## src/dcache_config.svh

```systemverilog
`ifndef DCACHE_CONFIG_SVH
`define DCACHE_CONFIG_SVH

// Cache geometry
`define DC_NUM_WAYS   2
`define DC_NUM_SETS   16
`define DC_LINE_BYTES 16
`define DC_LINE_WORDS 4
`define DC_ADDR_W     32

// Address field widths derived from the geometry
`define DC_WAY_W  $clog2(`DC_NUM_WAYS)
`define DC_SET_W  $clog2(`DC_NUM_SETS)
`define DC_WSEL_W $clog2(`DC_LINE_WORDS)
`define DC_OFFS_W $clog2(`DC_LINE_BYTES)
`define DC_TAG_W  (`DC_ADDR_W - `DC_SET_W - `DC_OFFS_W)

`endif

```

## src/dcache_pkg.sv

```systemverilog
`default_nettype none

`include "dcache_config.svh"

package dcache_pkg;

    typedef logic [31:0]                    dc_word_t;
    typedef logic [3:0]                     dc_strb_t;
    typedef logic [`DC_LINE_WORDS*32-1:0]   dc_line_t;
    typedef logic [`DC_TAG_W-1:0]           dc_tag_t;
    typedef logic [`DC_SET_W-1:0]           dc_set_t;
    typedef logic [`DC_WAY_W-1:0]           dc_way_t;
    typedef logic [`DC_WSEL_W-1:0]          dc_wsel_t;

    // Byte address split into its cache fields, tag on top
    typedef struct packed {
        dc_tag_t    tag;
        dc_set_t    set_idx;
        dc_wsel_t   wsel;
        logic [1:0] boff;
    } dc_addr_t;

    typedef struct packed {
        logic     store;
        dc_strb_t strb;
        dc_addr_t addr;
        dc_word_t wdata;
    } dc_req_t;

    // Memory side channels, always INCR bursts of full lines
    typedef struct packed {
        dc_addr_t araddr;
        logic     arvalid;
    } axi_ar_t;

    typedef struct packed {
        dc_word_t rdata;
        logic     rlast;
        logic     rvalid;
    } axi_r_t;

    typedef struct packed {
        dc_addr_t awaddr;
        logic     awvalid;
    } axi_aw_t;

    typedef struct packed {
        dc_word_t wdata;
        logic     wlast;
        logic     wvalid;
    } axi_w_t;

    typedef enum logic [1:0] {
        FILL_IDLE,
        FILL_ADDR,
        FILL_DATA,
        FILL_WRITE
    } dc_fill_state_t;

    typedef enum logic [1:0] {
        WB_IDLE,
        WB_ADDR,
        WB_DATA
    } dc_wb_state_t;

endpackage

`default_nettype wire

```

## src/dcache_burst_data.sv

```systemverilog
`default_nettype none

`include "dcache_config.svh"

module dcache_burst_data (
    input  wire logic                 clk,
    input  wire dcache_pkg::axi_r_t   r,
    input  wire dcache_pkg::dc_line_t victim_line,
    input  wire logic                 wvalid,
    input  wire logic                 wready,
    output dcache_pkg::dc_line_t      fill_line,
    output dcache_pkg::dc_word_t      wdata
);

    dcache_pkg::dc_wsel_t widx;

    // Lowest word comes first, so beats enter at the top and move down
    always_ff @(posedge clk) begin
        if (r.rvalid) begin
            fill_line <= {r.rdata, fill_line[`DC_LINE_WORDS*32-1:32]};
        end
    end

    // Word index restarts whenever no burst is active
    always_ff @(posedge clk) begin
        if (!wvalid) begin
            widx <= '0;
        end else if (wready) begin
            widx <= widx + dcache_pkg::dc_wsel_t'(1);
        end
    end

    assign wdata = victim_line[widx*32 +: 32];

endmodule

`default_nettype wire

```

## config.mk

```make
export PLATFORM = sky130hd
export DESIGN_NAME = dcache_burst_data
export DESIGN_NICKNAME = d
export VERILOG_FILES = /design/src/dcache_pkg.sv /design/src/dcache_burst_data.sv
export VERILOG_INCLUDE_DIRS = /design/src
export SDC_FILE = /design/constraint.sdc
export NUM_CORES = 1
export LEC_CHECK = 0
export BUFFER_PORTS_ARGS = -buffer_cell sky130_fd_sc_hd__clkbuf_2
export CAP_MARGIN = 20
export CORE_AREA = 2 2 125 127
export CTS_CLUSTER_DIAMETER = 50
export DETAILED_ROUTE_END_ITERATION = 7
export DIE_AREA = 0 0 127 129
export SLEW_MARGIN = 10
export SYNTH_ARGS = -nofsm -noshare
export SYNTH_HDL_FRONTEND = slang
export SYNTH_SLANG_ARGS = --single-unit
```

## constraint.sdc

```tcl
create_clock -name clk -period 1.9 [get_ports clk]
set_clock_uncertainty 0.15 [all_clocks]
set_input_delay 0.38 -clock clk [delete_from_list [all_inputs] [get_ports clk]]
set_output_delay 0.38 -clock clk [all_outputs]
set_load 0.05 [all_outputs]
```

==> flow_summary_export.csv <==
group,metric,value,unit
power_and_ir_drop,seqPwrFrac,40.1,%
die,core_area,15000,um2
die,start_util,31.7,%
power_and_ir_drop,ir_drop,0.863,mV
hold_path,hp-class,"in -> reg",
setup_path,arrival,1.81,ns
route,wirelength,15500,um
setup_path,criticalPathCategory,"reg -> out",
grt,grt_pass1_vias,3659,
yosys,avgSynthCellArea,27.1,um2
sta,period_minus_slack,2.34,ns
power_and_ir_drop,power_density,1080,nW/um2
yosys,synth_cell_type_count,14,
sta,layout_setup_ws,-0.438,ns
yosys,syn-num-nets,340,
die,num_rows,45,
finish,fin_nets,725,
clock_network,clk_latency,0.41,ns
placement,dp_hpwl,11500,um
sta,tightest_slew,0.334,ns
route,ant_nets,0,
grt,antenna_found_initial,1,
power_and_ir_drop,pwr-share-comb,25.2,%
clock_network,tritoncts,"yes",
yosys,netlist_instances,175,
setup_path,endpoint,"wdata[19]",
setup_path,r2r_setup_slack,0.62,ns
route,dr.pass1.iters,4,
power_and_ir_drop,net-switching-power,2.59,mW
grt,grt_overflow,0,
sta,setup-violations-final,32,
route,viasPerCell,4.54,
finish,multi_input_area,759,um2
sta,setup_tns,-11.45,ns
grt,track_usage,18.3,%
sta,max_freq,428,MHz
yosys,ys_ff_latch,130,
finish,seq_area,3890,um2
die,die_area,16400,um2
route,vias,3453,
placement,globalplace.congestion,0.785,
setup_path,worst_ep_required_time,1.37,ns
clock_network,clk_pin_slew,0.05,ns
setup_path,critical-path-max-stage-delay,0.53,ns
clock_network,clockBufferDepth,2,
clock_network,cts_made_buffers,17,
yosys,synth_area,4740,um2
setup_path,crit_chain,"buf_12 > buf_12 > buf_12 > mux4_2 > buf_8",
setup_path,crit_top_cell,"buf_12",
setup_path,reg2reg_to,"widx[1]",
finish,fin_cells,761,
yosys,synth.yosys.warnings,0,
die,io_pins,325,
finish,nFillCells,1223,
grt,grt_max_degree,54,
placement,portBuffers,323,
sta,period_share,123,%
sta,hold_viol_final,0,
placement,place_area,6860,um2
sta,finalMaxSlewViolations,0,
setup_path,cp_slowest_cell,"mux4_2",
setup_path,crit_fanout,6,
yosys,ys_seq_area_share,81.9,%
power_and_ir_drop,sw_frac_of_total,29.9,%
job,maxCapViolations,0,
setup_path,path_depth,5,
setup_path,crit_start,"widx[0]",
setup_path,reg2reg_from,"widx[0]",
sta,slew_headroom,77.8,%
die,die_height,129,um
power_and_ir_drop,power_frac_clock,34.7,%
setup_path,end_kind,"output pin",
clock_network,htreeDepth,4,
placement,placed_cells,689,
finish,final_cell_area,8050,um2
clock_network,root_buffer,"clkbuf_16",
route,post-route-drc-count,0,
setup_path,cp-start-kind,"flip-flop",
clock_network,cts_sinks,130,
setup_path,cpLargestDelayFamily,"multiplexers",
status,status,"complete, but fails checks",
finish,area_growth,69.8,%
placement,place_ws,-0.0277,ns
finish,layout-drive-gt1-share,69.8,%
setup_path,path_buf_inv,4,
sta,grt_setup_unrepaired,"yes",
power_and_ir_drop,intPower,6.08,mW
setup_path,r2r_cells,4,
route,routedWlPerCell,20.4,um
route,drtIter0Drc,187,
status,violations,"negative setup slack",
die,die_w,127,um
grt,grt_pass1_wl,21600,um
power_and_ir_drop,p_total,8.67,mW
power_and_ir_drop,power_leakage,3.47,nW
==> flip-flops by register name (all words and copies together), names as in the netlist <==
name / flops
fill_line: 128
widx: 2
==> routing by layer <==
| layer | routed length, um | global-route usage (%) | share of wire (%) |
|---|---|---|---|
| met1 | 5630 | 20.8 | 36 |
| met2 | 7990 | 30.7 | 52 |
| met3 | 1440 | 7.86 | 9.3 |
| met4 | 441 | 7.30 | 2.8 |
| met5 | 0 | 0 | 0 |
==> cell usage after synthesis, drive strengths merged <==
| cell | count | area share, % |
|---|---|---|
| a21boi | 1 | 0.16 |
| edfxtp | 128 | 81 |
| and3b | 1 | 0.18 |
| dfxtp | 2 | 0.84 |
| o21a | 1 | 0.16 |
| clkbuf | 1 | 0.079 |
| xor2 | 1 | 0.18 |
| buf | 7 | 1.7 |
| mux4 | 32 | 16 |
| and2 | 1 | 0.13 |
==> how the worst min path moves through the flow <==
stage	start	to	slack [ns]	cells past startpoint
after floorplan	r[6]	fill_line[100]	0.33	0
after global placement	fill_line[91]	fill_line[59]	0.28	0
after detailed placement	fill_line[102]	fill_line[70]	0.28	0
after CTS	wvalid	widx[1]	0.04	2
after global routing	wvalid	widx[1]	0.05	2
final	wvalid	widx[1]	0.06	2
==> cell families (layout without fill, tap and decap cells) <==
kind of cell	Yosys count	count (layout)	synth area share [%]
muxes	32	32	15.5
DFF	130	130	81.9
buffers and inverters	8	405	1.79
and+or+nand+nor	2	2	0.317
AOI/OAI and AO/OA	2	2	0.317
other	0	1	0
xor gates and xnor gates	1	1	0.185
==> stage by stage <==
stage          hold WS, ns  util, %
2_1_floorplan        0.329        -
3_3_place_gp         0.282     45.8
3_5_place_dp         0.283     45.8
4_1_cts             0.0373     53.9
5_1_grt             0.0458     53.8
6_report            0.0567     53.8
==> area by class of cell <==
type                       count  area share [%]
sequential                   130            48.3
timing repair buffer         374            32.5
multi-input combinational     37            9.43
clock buffer                  18            5.33
tap                          188            2.92
clock inverter                13            1.48
antenna                        1          0.0311
==> power groups by stage <==
stage	clock (mW)	combinational [mW]	sequential, mW
detailed placement	0	1.93	3.54
CTS	3.09	2.19	3.48
global placement	0	1.93	3.53
finish	3.00	2.19	3.48
floorplan	0	0.600	4.15
global route	3.20	2.26	3.50
==> layout by cell type, fill, tap and decap left out, types with 2 or more instances in the layout <==
cell type      netlist  layout
buf_8                1      13
clkbuf_16            0      20
clkbuf_2             0     290
buf_12               2      21
dlygate4sd3_1        0      32
clkinvlp_4           0       3
bufinv_16            0       2
edfxtp_1           128     128
buf_6                1       4
clkinv_1             0       6
buf_4                0       6
clkbuf_8             0       5
mux4_2              28      32
==> timing repair <==
item                       in CTS  in global routing
gates resized for setup        58                 12
setup endpoints to repair      32                 32
hold endpoints to repair       32                  0
buffers inserted                9                  0
gates cloned                    1                  0
hold buffers                   32                  0
==> worst register-to-register path: stages, from the launching register on <==
cell,delay (ns)
dfxtp_4,0.35
buf_4,0.18
buf_4,0.16
and3b_1,0.17
o21a_1,0.17
Note: power is estimated with default switching activity, not from simulation.
