`src/dcache_config.svh`:
```
`ifndef DCACHE_CONFIG_SVH
`define DCACHE_CONFIG_SVH

// Cache geometry
`define DC_NUM_WAYS   2
`define DC_NUM_SETS   16
`define DC_LINE_BYTES 16
`define DC_LINE_WORDS 4
`define DC_ADDR_W     32

// Address field widths derived from the geometry
`define DC_WAY_W  $clog2(`DC_NUM_WAYS)
`define DC_SET_W  $clog2(`DC_NUM_SETS)
`define DC_WSEL_W $clog2(`DC_LINE_WORDS)
`define DC_OFFS_W $clog2(`DC_LINE_BYTES)
`define DC_TAG_W  (`DC_ADDR_W - `DC_SET_W - `DC_OFFS_W)

`endif

```
`src/dcache_pkg.sv`:
```
`default_nettype none

`include "dcache_config.svh"

package dcache_pkg;

    typedef logic [31:0]                    dc_word_t;
    typedef logic [3:0]                     dc_strb_t;
    typedef logic [`DC_LINE_WORDS*32-1:0]   dc_line_t;
    typedef logic [`DC_TAG_W-1:0]           dc_tag_t;
    typedef logic [`DC_SET_W-1:0]           dc_set_t;
    typedef logic [`DC_WAY_W-1:0]           dc_way_t;
    typedef logic [`DC_WSEL_W-1:0]          dc_wsel_t;

    // Byte address split into its cache fields, tag on top
    typedef struct packed {
        dc_tag_t    tag;
        dc_set_t    set_idx;
        dc_wsel_t   wsel;
        logic [1:0] boff;
    } dc_addr_t;

    typedef struct packed {
        logic     store;
        dc_strb_t strb;
        dc_addr_t addr;
        dc_word_t wdata;
    } dc_req_t;

    // Memory side channels, always INCR bursts of full lines
    typedef struct packed {
        dc_addr_t araddr;
        logic     arvalid;
    } axi_ar_t;

    typedef struct packed {
        dc_word_t rdata;
        logic     rlast;
        logic     rvalid;
    } axi_r_t;

    typedef struct packed {
        dc_addr_t awaddr;
        logic     awvalid;
    } axi_aw_t;

    typedef struct packed {
        dc_word_t wdata;
        logic     wlast;
        logic     wvalid;
    } axi_w_t;

    typedef enum logic [1:0] {
        FILL_IDLE,
        FILL_ADDR,
        FILL_DATA,
        FILL_WRITE
    } dc_fill_state_t;

    typedef enum logic [1:0] {
        WB_IDLE,
        WB_ADDR,
        WB_DATA
    } dc_wb_state_t;

endpackage

`default_nettype wire

```
`src/dcache_ctrl.sv`:
```
`default_nettype none

`include "dcache_config.svh"

module dcache_ctrl (
    input  wire logic                 clk,
    input  wire logic                 rst,
    input  wire logic                 req_valid,
    input  wire dcache_pkg::dc_addr_t req_addr,
    input  wire logic                 hit,
    input  wire logic                 victim_dirty,
    input  wire dcache_pkg::dc_tag_t  victim_tag,
    input  wire logic                 arready,
    input  wire logic                 rvalid,
    input  wire logic                 rlast,
    input  wire logic                 awready,
    input  wire logic                 wready,
    output logic                      ready,
    output logic                      resp_miss,
    output logic                      resp_valid,
    output dcache_pkg::axi_ar_t       ar,
    output logic                      awvalid,
    output dcache_pkg::dc_addr_t      awaddr,
    output logic                      wvalid,
    output logic                      wlast,
    output logic                      fill_en,
    output logic                      victim_rd,
    output dcache_pkg::dc_set_t       fill_set,
    output dcache_pkg::dc_tag_t       fill_tag,
    output dcache_pkg::dc_way_t       victim_way,
    output logic                      dirty_clear
);

    dcache_pkg::dc_fill_state_t fill_state;
    dcache_pkg::dc_wb_state_t   wb_state;
    dcache_pkg::dc_addr_t       miss_addr;
    dcache_pkg::dc_way_t        rr_way;
    dcache_pkg::dc_way_t        wb_way;
    dcache_pkg::dc_wsel_t       beat;
    logic                       arvalid;
    logic                       miss;
    logic                       fill_idle;
    logic                       wb_idle;

    assign fill_idle = (fill_state == dcache_pkg::FILL_IDLE);
    assign wb_idle   = (wb_state == dcache_pkg::WB_IDLE);
    assign miss      = req_valid && !hit;
    assign resp_miss = miss;
    assign ready     = fill_idle && wb_idle;

    assign ar        = '{araddr: miss_addr, arvalid: arvalid};
    assign fill_set  = miss_addr.set_idx;
    assign fill_tag  = miss_addr.tag;
    assign fill_en   = (fill_state == dcache_pkg::FILL_WRITE);
    assign victim_rd = (fill_state == dcache_pkg::FILL_ADDR);

    // The counter moves on at refill, so a running writeback keeps its own way
    assign victim_way  = wb_idle ? rr_way : wb_way;
    assign wlast       = (wb_state == dcache_pkg::WB_DATA) &&
                         (beat == dcache_pkg::dc_wsel_t'(`DC_LINE_WORDS - 1));
    assign dirty_clear = wvalid && wready && wlast;

    always_ff @(posedge clk) begin
        if (rst) begin
            resp_valid <= 1'b0;
        end else begin
            resp_valid <= req_valid && hit;
        end
    end

    // Refill
    always_ff @(posedge clk) begin
        if (rst) begin
            fill_state <= dcache_pkg::FILL_IDLE;
            arvalid    <= 1'b0;
            rr_way     <= '0;
        end else begin
            case (fill_state)
                dcache_pkg::FILL_IDLE: begin
                    if (miss && wb_idle) begin
                        arvalid    <= 1'b1;
                        fill_state <= dcache_pkg::FILL_ADDR;
                    end
                end
                dcache_pkg::FILL_ADDR: begin
                    if (arready) begin
                        arvalid    <= 1'b0;
                        fill_state <= dcache_pkg::FILL_DATA;
                    end
                end
                dcache_pkg::FILL_DATA: begin
                    if (rvalid && rlast) begin
                        fill_state <= dcache_pkg::FILL_WRITE;
                    end
                end
                default: begin
                    rr_way     <= rr_way + dcache_pkg::dc_way_t'(1);
                    fill_state <= dcache_pkg::FILL_IDLE;
                end
            endcase
        end
    end

    // Line-aligned miss address, held through the refill
    always_ff @(posedge clk) begin
        if (fill_idle && miss) begin
            miss_addr <= '{tag: req_addr.tag, set_idx: req_addr.set_idx, wsel: '0, boff: '0};
        end
    end

    // Writeback of a dirty victim, started by the refill that replaces it
    always_ff @(posedge clk) begin
        if (rst) begin
            wb_state <= dcache_pkg::WB_IDLE;
            awvalid  <= 1'b0;
            wvalid   <= 1'b0;
        end else begin
            case (wb_state)
                dcache_pkg::WB_IDLE: begin
                    if (fill_en && victim_dirty) begin
                        awvalid  <= 1'b1;
                        wb_state <= dcache_pkg::WB_ADDR;
                    end
                end
                dcache_pkg::WB_ADDR: begin
                    if (awready) begin
                        awvalid  <= 1'b0;
                        wvalid   <= 1'b1;
                        wb_state <= dcache_pkg::WB_DATA;
                    end
                end
                default: begin
                    if (wready && wlast) begin
                        wvalid   <= 1'b0;
                        wb_state <= dcache_pkg::WB_IDLE;
                    end
                end
            endcase
        end
    end

    // Old tag is still in the store during the refill cycle
    always_ff @(posedge clk) begin
        if (fill_en) begin
            wb_way <= rr_way;
            awaddr <= '{tag: victim_tag, set_idx: fill_set, wsel: '0, boff: '0};
        end
    end

    always_ff @(posedge clk) begin
        if (wb_state != dcache_pkg::WB_DATA) begin
            beat <= '0;
        end else if (wready) begin
            beat <= beat + dcache_pkg::dc_wsel_t'(1);
        end
    end

    // Read request stays up with a fixed address until memory takes it
    ar_hold: assert property (@(posedge clk) disable iff (rst)
        arvalid && !arready |=> arvalid && $stable(miss_addr));

    aw_w_excl: assert property (@(posedge clk) disable iff (rst)
        !(awvalid && wvalid));

endmodule

`default_nettype wire

```
`config.mk`:
```
export PLATFORM = sky130hd
export DESIGN_NAME = dcache_ctrl
export DESIGN_NICKNAME = d
export VERILOG_FILES = /design/src/dcache_pkg.sv /design/src/dcache_ctrl.sv
export VERILOG_INCLUDE_DIRS = /design/src
export SDC_FILE = /design/constraint.sdc
export NUM_CORES = 1
export LEC_CHECK = 0
export ABC_CLOCK_PERIOD_IN_PS = 2150
export BUFFER_PORTS_ARGS = -buffer_cell sky130_fd_sc_hd__buf_2
export CORE_ASPECT_RATIO = 0.9
export CORE_MARGIN = 2
export CORE_UTILIZATION = 42
export CTS_CLUSTER_SIZE = 24
export DETAILED_ROUTE_END_ITERATION = 16
export PLACE_DENSITY = 0.78
export SYNTH_ARGS = -nofsm -noshare
export SYNTH_HDL_FRONTEND = slang
export SYNTH_SLANG_ARGS = --single-unit
```
`constraint.sdc`:
```
create_clock -name clk -period 2.15 [get_ports clk]
set_input_delay 0.43 -clock clk [delete_from_list [all_inputs] [get_ports clk]]
set_output_delay 0.43 -clock clk [all_outputs]
set_load 0.01 [all_outputs]
```
==> qor.yml <==
place.gp.congestion: 0.786
crit_fanout: 8
cts-resized-gates: 0
wire_per_inst_um: 13.6
drtIter0Drc: 49
ys_ff_latch: 68
skew_ps: 12.1
holdWs_ps: 272
grt_pass1_wl_mm: 7.27
dieArea_um2: 6810
cts_max_level: 3
cts_sinks: 68
synthesis.area_um2: 2590
cp.arrival_ps: 1540
vias: 1676
fin_nets: 373
clockBufferDepth: 2
cts_tree: "yes"
grt_pass1_vias: 1536
row_count: 27
hold_class: "input port to flip-flop"
antenna_found_initial: 0
leakage_nw: 1.54
cts_hold_buf: 0
dpl_cell_area_um2: 3220
place_ws_ps: 418
fin_ws_ps: 178
ant_nets: 0
num_antenna_cells: 0
start_kind: "flip-flop"
critPathRequiredTime_ps: 1720
grt_setup_unrepaired: "false"
grt_max_degree: 30
initial_utilization_pct: 42.8
drive_gt1_share_pct: 58.3
yosys_warnings: 0
max_freq_mhz: 507
wirelength_mm: 5.15
status: "finished, final reports clean"
hold_violations: 0
setup_violations: 0
clk_pin_slew_ps: 80
io_pins: 169
ys_seq_area_share_pct: 74.7
cts_root_buf: "clkbuf_8"
netlist_instances: 163
post-route-min-period_ps: 1970
clk_latency_ps: 330
power_density_nw_per_um2: 970
grt_usage_pct: 14.5
dieHeight_um: 78.5
grt.overflow.total: 0
synth_area_per_cell_um2: 15.9
ys_types: 27
post-route-drc-count: 0
cts-buffers-inserted: 9
dp_hpwl_mm: 3.96
max-vdd-ir-drop_mv: 0.479
dr.pass1.iters: 4
post_cts_buffers: 0
drv_slew: 0
final.period_utilization_pct: 91.7
die_x_um: 86.7
crit_type: "flip-flop to output pin"
endpoint_kind: "output pin"
postLayoutCellArea_um2: 3440
syn2layout_area_growth_pct: 33.0
nFillCells: 499
cap_violations: 0
io_buffers: 156
setup_tns_ps: 0
via_per_inst: 4.42
core_area_um2: 6050
[path summary, 6_finish.rpt]
path	depth (start not counted)	to	start	slack (ps)
max	4	dirty_clear	wb_state[1]	180
min	1	awaddr[26]	victim_tag[18]	270
max reg2reg	3	fill_state[1]	wb_state[0]	530
min reg2reg	2	arvalid	arvalid	470
[registers in the layout, indices dropped and copies added (netlist names)]
name,count
arvalid,1
fill_tag,24
wb_way,1
fill_set,4
awvalid,1
beat,2
resp_valid,1
rr_way,1
wvalid,1
awaddr,28
fill_state,2
wb_state,2
[cell type report]
type                       instances  area (µm²)  area share (%)
multi-input combinational         59         374            10.9
clock inverter                     7        98.8            2.87
timing repair buffer             159         803            23.3
clock buffer                       9         124            3.60
inverter                           5        18.8           0.545
tap                               72        90.1            2.62
sequential                        68        1930            56.1
[through the flow]
stage / utilization [%] / std cells / power [mW]
floorplan: - / 170 / 2.05
detailed placement: 53.2 / 363 / 2.24
global placement: 53.2 / 363 / 2.22
finish: 56.9 / 379 / 3.34
global route: 56.9 / 379 / 3.50
CTS: 56.9 / 379 / 3.39
[power by group]
group          internal [mW]  switching (mW)  total, mW
logic                  0.245           0.322      0.567
registers               1.58          0.0565       1.63
clock network          0.659           0.479       1.14
total                   2.48           0.857       3.34
[critical path: stages, from the launching register on]
cell     delay, ps
dfxtp_1        440
or2b_2         360
nor2_1         150
and2_1         150
buf_2          120
[routing by layer]
metal | GRT usage (%) | up-vias | part of all wire, %
met4 | 7.97 | 0 | 1.1
met1 | 15.0 | 789 | 38
met5 | 0 | - | 0
met2 | 26.1 | 72 | 55
met3 | 4.21 | 6 | 6.4
li1 | - | 809 | -
[cells in the final DEF, fill, tap and decap left out, types with 2 or more instances in the layout]
cell and instances:
xnor2_1 2, nand2b_1 2, conb_1 8, dfxtp_1 11, a21oi_1 3, nor3_1 2
clkbuf_8 9, nand2_1 4, buf_2 156, edfxtp_1 57, mux2i_1 2, ha_1 5
buf_4 3, clkinv_4 3, and2_1 2, bufinv_16 2, and3b_1 2, nor2_1 13
o21ai_0 2, inv_1 5, or2b_2 3
[cell usage after synthesis]
library cell / instances / area, µm²
xnor2_1: 2 / 17.5
nand2_1: 4 / 15.0
edfxtp_1: 57 / 1710
a21oi_1: 3 / 15.0
o21a_1: 1 / 7.51
nor3_1: 2 / 10.0
nand2b_1: 2 / 12.5
or2b_2: 3 / 26.3
nor2b_1: 1 / 6.26
and2_1: 2 / 12.5
nand3_1: 1 / 5.00
inv_1: 5 / 18.8
dfxtp_1: 11 / 220
nand4b_1: 1 / 8.76
o21ai_0: 2 / 10.0
a222oi_1: 1 / 10.0
a211oi_1: 1 / 7.51
and3b_1: 2 / 17.5
mux2_2: 1 / 11.3
or4b_1: 1 / 10.0
and3b_2: 1 / 10.0
nor2_1: 13 / 48.8
conb_1: 1 / 3.75
buf_4: 37 / 278
mux2i_1: 2 / 20.0
buf_6: 1 / 11.3
ha_1: 5 / 62.6
[cell families (layout without fill, tap and decap cells)]
group,after synthesis,in the layout,share of synthesized area (%)
XOR/XNOR,2,2,0.677
flip-flops,68,68,74.7
adder cells (fa/ha/maj),5,5,2.42
AND/OR/NAND/NOR,33,33,7.06
AO/OA/AOI/OAI,8,8,1.93
buffers and inverters,43,180,11.9
other,1,8,0.145
multiplexers,3,3,1.21
Note: power is estimated with default switching activity, not from simulation.
