==> src/dcache_config.svh <==
`ifndef DCACHE_CONFIG_SVH
`define DCACHE_CONFIG_SVH

// Cache geometry
`define DC_NUM_WAYS   2
`define DC_NUM_SETS   16
`define DC_LINE_BYTES 16
`define DC_LINE_WORDS 4
`define DC_ADDR_W     32

// Address field widths derived from the geometry
`define DC_WAY_W  $clog2(`DC_NUM_WAYS)
`define DC_SET_W  $clog2(`DC_NUM_SETS)
`define DC_WSEL_W $clog2(`DC_LINE_WORDS)
`define DC_OFFS_W $clog2(`DC_LINE_BYTES)
`define DC_TAG_W  (`DC_ADDR_W - `DC_SET_W - `DC_OFFS_W)

`endif

==> src/dcache_pkg.sv <==
`default_nettype none

`include "dcache_config.svh"

package dcache_pkg;

    typedef logic [31:0]                    dc_word_t;
    typedef logic [3:0]                     dc_strb_t;
    typedef logic [`DC_LINE_WORDS*32-1:0]   dc_line_t;
    typedef logic [`DC_TAG_W-1:0]           dc_tag_t;
    typedef logic [`DC_SET_W-1:0]           dc_set_t;
    typedef logic [`DC_WAY_W-1:0]           dc_way_t;
    typedef logic [`DC_WSEL_W-1:0]          dc_wsel_t;

    // Byte address split into its cache fields, tag on top
    typedef struct packed {
        dc_tag_t    tag;
        dc_set_t    set_idx;
        dc_wsel_t   wsel;
        logic [1:0] boff;
    } dc_addr_t;

    typedef struct packed {
        logic     store;
        dc_strb_t strb;
        dc_addr_t addr;
        dc_word_t wdata;
    } dc_req_t;

    // Memory side channels, always INCR bursts of full lines
    typedef struct packed {
        dc_addr_t araddr;
        logic     arvalid;
    } axi_ar_t;

    typedef struct packed {
        dc_word_t rdata;
        logic     rlast;
        logic     rvalid;
    } axi_r_t;

    typedef struct packed {
        dc_addr_t awaddr;
        logic     awvalid;
    } axi_aw_t;

    typedef struct packed {
        dc_word_t wdata;
        logic     wlast;
        logic     wvalid;
    } axi_w_t;

    typedef enum logic [1:0] {
        FILL_IDLE,
        FILL_ADDR,
        FILL_DATA,
        FILL_WRITE
    } dc_fill_state_t;

    typedef enum logic [1:0] {
        WB_IDLE,
        WB_ADDR,
        WB_DATA
    } dc_wb_state_t;

endpackage

`default_nettype wire

==> src/dcache_store_merge.sv <==
`default_nettype none

module dcache_store_merge (
    input  wire logic                 clk,
    input  wire logic                 req_valid,
    input  wire logic                 hit,
    input  wire dcache_pkg::dc_req_t  req,
    input  wire dcache_pkg::dc_way_t  hit_way,
    input  wire dcache_pkg::dc_line_t rd_line,
    output dcache_pkg::dc_word_t      resp_data,
    output logic                      wr_en,
    output dcache_pkg::dc_set_t       wr_set,
    output dcache_pkg::dc_way_t       wr_way,
    output dcache_pkg::dc_line_t      wr_line
);

    dcache_pkg::dc_word_t st_data;
    dcache_pkg::dc_strb_t st_strb;
    dcache_pkg::dc_wsel_t wsel_q;
    dcache_pkg::dc_word_t old_word;
    dcache_pkg::dc_word_t new_word;

    // Pending store, written into the array on the following cycle
    always_ff @(posedge clk) begin
        wr_en   <= req_valid && hit && req.store;
        wr_set  <= req.addr.set_idx;
        wr_way  <= hit_way;
        wsel_q  <= req.addr.wsel;
        st_strb <= req.strb;
        st_data <= req.wdata;
    end

    // The line arrives one cycle after lookup, same as the word select
    assign old_word  = rd_line[wsel_q*32 +: 32];
    assign resp_data = old_word;

    always_comb begin
        for (int b = 0; b < 4; b++) begin
            new_word[b*8 +: 8] = st_strb[b] ? st_data[b*8 +: 8] : old_word[b*8 +: 8];
        end
    end

    always_comb begin
        wr_line = rd_line;
        wr_line[wsel_q*32 +: 32] = new_word;
    end

endmodule

`default_nettype wire

==> config.mk <==
export PLATFORM = sky130hd
export DESIGN_NAME = dcache_store_merge
export DESIGN_NICKNAME = d
export VERILOG_FILES = /design/src/dcache_pkg.sv /design/src/dcache_store_merge.sv
export VERILOG_INCLUDE_DIRS = /design/src
export SDC_FILE = /design/constraint.sdc
export NUM_CORES = 1
export LEC_CHECK = 0
export BUFFER_PORTS_ARGS = -buffer_cell sky130_fd_sc_hd__buf_2
export CORE_MARGIN = 10
export CORE_UTILIZATION = 30
export DETAILED_ROUTE_END_ITERATION = 10
export PLACE_DENSITY = 0.72
export RECOVER_POWER = 50
export SYNTH_ARGS = -nofsm -noshare
export SYNTH_HDL_FRONTEND = slang
export SYNTH_SLANG_ARGS = --single-unit
==> constraint.sdc <==
create_clock -name clk -period 2.25 [get_ports clk]
set_input_delay 0.225 -clock clk [delete_from_list [all_inputs] [get_ports clk]]
set_output_delay 0.225 -clock clk [all_outputs]
set_load 0.1 [all_outputs]
==> impl_metrics.csv, run 1 <==
group,metric,value,unit
synthesis,synthCells,491,
floorplan,die_h,142,µm
route,drcViolationCount,0,
finish,stdcell_area,0.0102,mm²
sta,timing.max_slew.rel_slack,44.8,%
sta,fmax,427,MHz
synthesis,yosysTopAreaCellShare,19.6,%
finish,area_growth,127,%
floorplan,start_util,30.8,%
grt,grt_max_degree,37,
place,pre_cts_ws,0.202,ns
run_status,status,"finished with violations",
finish,final_core_util,69.9,%
critical_path,crit_type,"reg2out",
critical_path,startpoint_type,"flop",
finish,nets,1032,
place,place_inst,994,
finish,stdcell_count,1012,
route,num_vias,5514,
critical_path,crit_path_end_kind,"primary output",
synthesis,synth_seq_cells,44,
grt,grt_pass1_vias,6096,
synthesis,syn-mean-instance-area,9.14,µm²
pwr,switching_share,54.0,%
hold_path,hold_path_class,"in2reg",
critical_path,cpPeakStageDelay,0.58,ns
cts,cts_hold_buf,0,
synthesis,yosysWarnings,0,
synthesis,synth_fp_nets,696,
cts,htreeDepth,2,
run_status,violations,"setup timing",
run,drv_cap,0,
floorplan,die_x,142,µm
floorplan,ios,367,
cts,cts_sinks,44,
synthesis,yosys-top-cells-count,"98 x inv_1, 96 x o22ai_1, 44 x dfxtp_1",
critical_path,crit_buf_inv,2,
critical_path,cp-startpoint,"wsel_q[0]",
critical_path,worstPathCellList,"buf_12 -> mux4_2 -> mux2i_4 -> o22ai_4 -> buf_12",
sta,hold_slack,0.0213,ns
floorplan,rows,44,
pwr,irDropWorstVdd,0.422,mV
finish,drive_above_1_share,70.9,%
synthesis,synth_area_leader_cell,"dfxtp_1",
place,dp_hpwl,20.3,mm
route,drt_iter0_drc,215,
floorplan,core_area,0.0146,mm²
synthesis,synthTopCellsByArea,"dfxtp_1 20%, mux2i_4 14%, mux4_2 14%, o22ai_1 13%, mux2i_1 8.3%",
grt,grt_pass1_wl,37.3,mm
sta,hold_viol,0,
sta,tns,-4.63,ns
critical_path,cp_max_fo,17,
critical_path,cpLargestDelayFamily,"multiplexers",
route,wirelength,25.1,mm
route,ant_nets,0,
place,placed_cell_area,0.00992,mm²
cts,cts-root-buf,"clkbuf_16",
hold_path,worstHoldStart,"req[30]",
synthesis,synthArstFlopShare,0,%
place,gp_congestion,0.910,
cts,cts_tree,"yes",
cts,clock_path_buffers,2,
sta,slew_violations,0,
synthesis,yosysUniqueCellTypes,24,
pwr,net-switching-power,3.13,mW
critical_path,path_common_cell,"buf_12",
route,vias_per_cell,5.45,
critical_path,crit_arrival,2.11,ns
grt,grt-ovfl-total,0,
grt,grt.total_usage,23.6,%
synthesis,yosysMostFrequentCell,"inv_1",
sta,rsz0062_at_grt,"true",
sta,fin_ws,-0.0894,ns
floorplan,dieArea,0.0203,mm²
route,dr.pass1.iters,4,
sta,finalCriticalPeriod,2.34,ns
critical_path,worstPathRequired,2.03,ns
pwr,p_leak,4.49,nW
sta,setup_viol,104,
finish,insertedDiodeCount,0,
pwr,comb_power_share,72.0,%
place,port_buffers,340,
pwr,power_density,569,mW/mm²
synthesis,syn-cell-area,0.00449,mm²
critical_path,critPathSlowestCell,"mux4_2",
synthesis,synth_edf_count,0,
cts,cts_buffers,5,
pwr,seqPwrFrac,14.8,%
synthesis,ys.flop_type,"dfxtp_1",
route,wl_per_cell,24.8,µm
sta,timing.final.crit_share,104,%
pwr,power,5.81,mW
pwr,intPower,2.67,mW
pwr,clockPowerShare,13.1,%
sta,tightest_slew,0.828,ns
grt,antenna_found_initial,0,
synthesis,seq_area_frac_synth,19.6,%
cts,clk_pin_slew,0.07,ns
-- final timing paths --
path / end / slack, ns / cells after the start
worst max-delay path: wr_line[92] / -0.09 / 5
worst min-delay path: st_data[30] / 0.02 / 1
-- placed cells by master (no fill, tap or decap), types with 2 or more instances in the layout --
cell type / netlist / final
a22o_2: 0 / 30
ha_4: 0 / 4
clkinvlp_4: 0 / 2
buf_12: 2 / 139
dfxtp_1: 44 / 42
mux2i_4: 27 / 31
o22ai_4: 0 / 96
buf_2: 15 / 210
dfxtp_4: 0 / 2
buf_6: 1 / 7
mux2i_1: 37 / 32
inv_1: 98 / 96
mux4_2: 27 / 32
o21ai_0: 32 / 32
nand2_1: 32 / 32
clkbuf_16: 0 / 5
clkbuf_1: 29 / 2
buf_4: 2 / 20
-- metal layers --
metal,global-route usage [%],wire [µm],up-vias
met3,6.84,2080,49
met4,8.89,767,0
li1,-,-,2498
met2,44.6,13700,272
met5,0,0,-
met1,23.9,8500,2695
-- area by class of cell --
type | instances | area (µm²)
timing repair buffer | 379 | 4100
fill | 985 | 4390
clock buffer | 5 | 125
sequential | 44 | 888
multi-input combinational | 298 | 4450
tap | 184 | 230
clock inverter | 3 | 18.8
inverter | 99 | 383
-- power by group through the flow --
stage / clock (mW) / sequential (mW) / combinational (mW)
finish: 0.762 / 0.861 / 4.18
global route: 0.815 / 0.865 / 4.30
CTS: 0.788 / 0.860 / 4.19
detailed placement: 0 / 0.879 / 4.17
global placement: 0 / 0.876 / 4.12
floorplan: 0 / 0.910 / 2.86
-- registers in the layout, summed over array words and instances (netlist names) --
signal and flops:
st_strb 4, st_data 32, wr_en 1, wsel_q 2, wr_set 4, wr_way 1
-- kinds of logic after synthesis --
group / synth area share [%]
adder cells (fa/ha/maj): 1.12
AND/OR/NAND/NOR: 3.60
flip-flops: 19.6
AO/OA/AOI/OAI: 23.2
buffers and inverters: 14.2
multiplexers: 38.3
-- timing repair --
action,CTS,global route
buffers inserted,4,3
gates resized for setup,5,6
endpoints found under the setup margin,120,112
pin swaps,2,2
gates cloned,1,2
No activity file was read; power rests on OpenSTA's default activity.
==> run 2, diff against run 1 <==
Settings changed: SETUP_SLACK_MARGIN set to 0.05.
==> impl_metrics.csv, run 2 (synthesized netlist as in run 1, its figures left out) <==
group,metric,value,unit
sta,tns,-3.84,ns
critical_path,startpoint_type,"flop",
sta,hold_viol,0,
sta,fmax,428,MHz
critical_path,cp_max_fo,10,
finish,regMostFlops,"st_data",
pwr,p_leak,4.66,nW
floorplan,core_area,0.0146,mm²
route,drcViolationCount,0,
cts,cts_buffers,5,
cts,cts_sinks,44,
floorplan,dieArea,0.0203,mm²
floorplan,die_h,142,µm
pwr,power,6.03,mW
sta,slew_violations,0,
finish,stdcell_count,1022,
finish,area_growth,135,%
sta,hold_slack,0.0150,ns
place,port_buffers,340,
critical_path,crit_path_end_kind,"primary output",
place,dp_hpwl,20.6,mm
finish,drive_above_1_share,71.6,%
cts,clk_pin_slew,0.07,ns
grt,grt_pass1_vias,6102,
sta,rsz0062_at_grt,"true",
pwr,irDropWorstVdd,0.390,mV
cts,cts_tree,"yes",
critical_path,worstPathRequired,2.03,ns
cts,cts-root-buf,"clkbuf_16",
sta,fin_ws,-0.0874,ns
run,drv_cap,0,
sta,finalCriticalPeriod,2.34,ns
finish,largest_reg_flops,32,
floorplan,rows,44,
critical_path,crit_arrival,2.11,ns
route,wirelength,26.3,mm
grt,antenna_found_initial,1,
sta,timing.final.crit_share,104,%
hold_path,hold_path_class,"in2reg",
finish,reg_top3,"st_data: 32 flops, st_strb: 4 flops, wr_set: 4 flops",
sta,tightest_slew,0.578,ns
sta,setup_viol,90,
cts,htreeDepth,2,
grt,grt_max_degree,25,
route,num_vias,5694,
route,dr.pass1.iters,5,
cts,cts_hold_buf,0,
critical_path,crit_type,"reg2out",
grt,grt_pass1_wl,38.1,mm
finish,nets,1042,
place,place_inst,995,
cts,clock_path_buffers,2,
place,gp_congestion,0.872,
finish,final_common_cell,"buf_2",
route,wl_per_cell,25.8,µm
route,vias_per_cell,5.57,
route,ant_nets,0,
floorplan,start_util,30.8,%
floorplan,die_x,142,µm
run_status,violations,"setup timing",
route,drt_iter0_drc,268,
sta,timing.max_slew.rel_slack,61.4,%
run_status,status,"finished with violations",
finish,final_cell_mix,"211 x buf_2, 142 x buf_12, 96 x inv_1, 96 x o22ai_4, 42 x dfxtp_1",
floorplan,ios,367,
pwr,power_density,571,mW/mm²
grt,grt-ovfl-total,0,
finish,insertedDiodeCount,0,
grt,grt.total_usage,24.2,%
[run 2: layout make-up]
class	count	area [µm²]
Tap cell	184	230
Clock inverter	3	42.5
Multi-Input combinational cell	298	4590
Sequential cell	44	888
Timing Repair Buffer	389	4310
Clock buffer	5	125
Fill cell	956	4020
Inverter	99	384
[run 2: stage by stage]
stage / setup WS (ns) / area [µm²] / utilization, %
after floorplan: -0.102 / 6080 / -
after global placement: 0.192 / 9920 / 68.0
after detailed placement: 0.148 / 9920 / 68.0
after CTS: -0.112 / 10300 / 70.8
after global routing: -0.147 / 10600 / 72.4
final: -0.0874 / 10600 / 72.4
[run 2: where the power goes]
group          internal [mW]  switching [mW]  total, mW
logic                   1.50            2.77       4.27
registers              0.820          0.0463      0.866
clock network          0.524           0.369      0.893
total                   2.85            3.18       6.03
[run 2: final timing paths]
path,slack [ns],cells after the start,startpoint,to
max,-0.09,5,wsel_q[0],wr_line[92]
min,0.02,1,req[7],st_data[7]
[run 2: repair_timing]
action / 4_1_cts / 5_1_grt
pin swaps: 8 / 3
setup buffers: 11 / 3
cloned: 3 / 2
endpoints found under the setup margin: 128 / 128
gates resized for setup: 18 / 25
[run 2: layer usage]
metal | up-vias | global-route usage [%] | share of wire [%]
li1 | 2525 | - | -
met1 | 2823 | 25.9 | 35
met2 | 296 | 44.7 | 54
met3 | 48 | 7.38 | 8.3
met4 | 2 | 6.66 | 2.6
met5 | - | 0 | 0.072
[run 2: critical path, stage by stage (launching register included)]
cell and delay, ns:
dfxtp_4 0.41, buf_8 0.19, mux4_2 0.57, mux2i_4 0.31, o22ai_4 0.14, buf_12 0.19
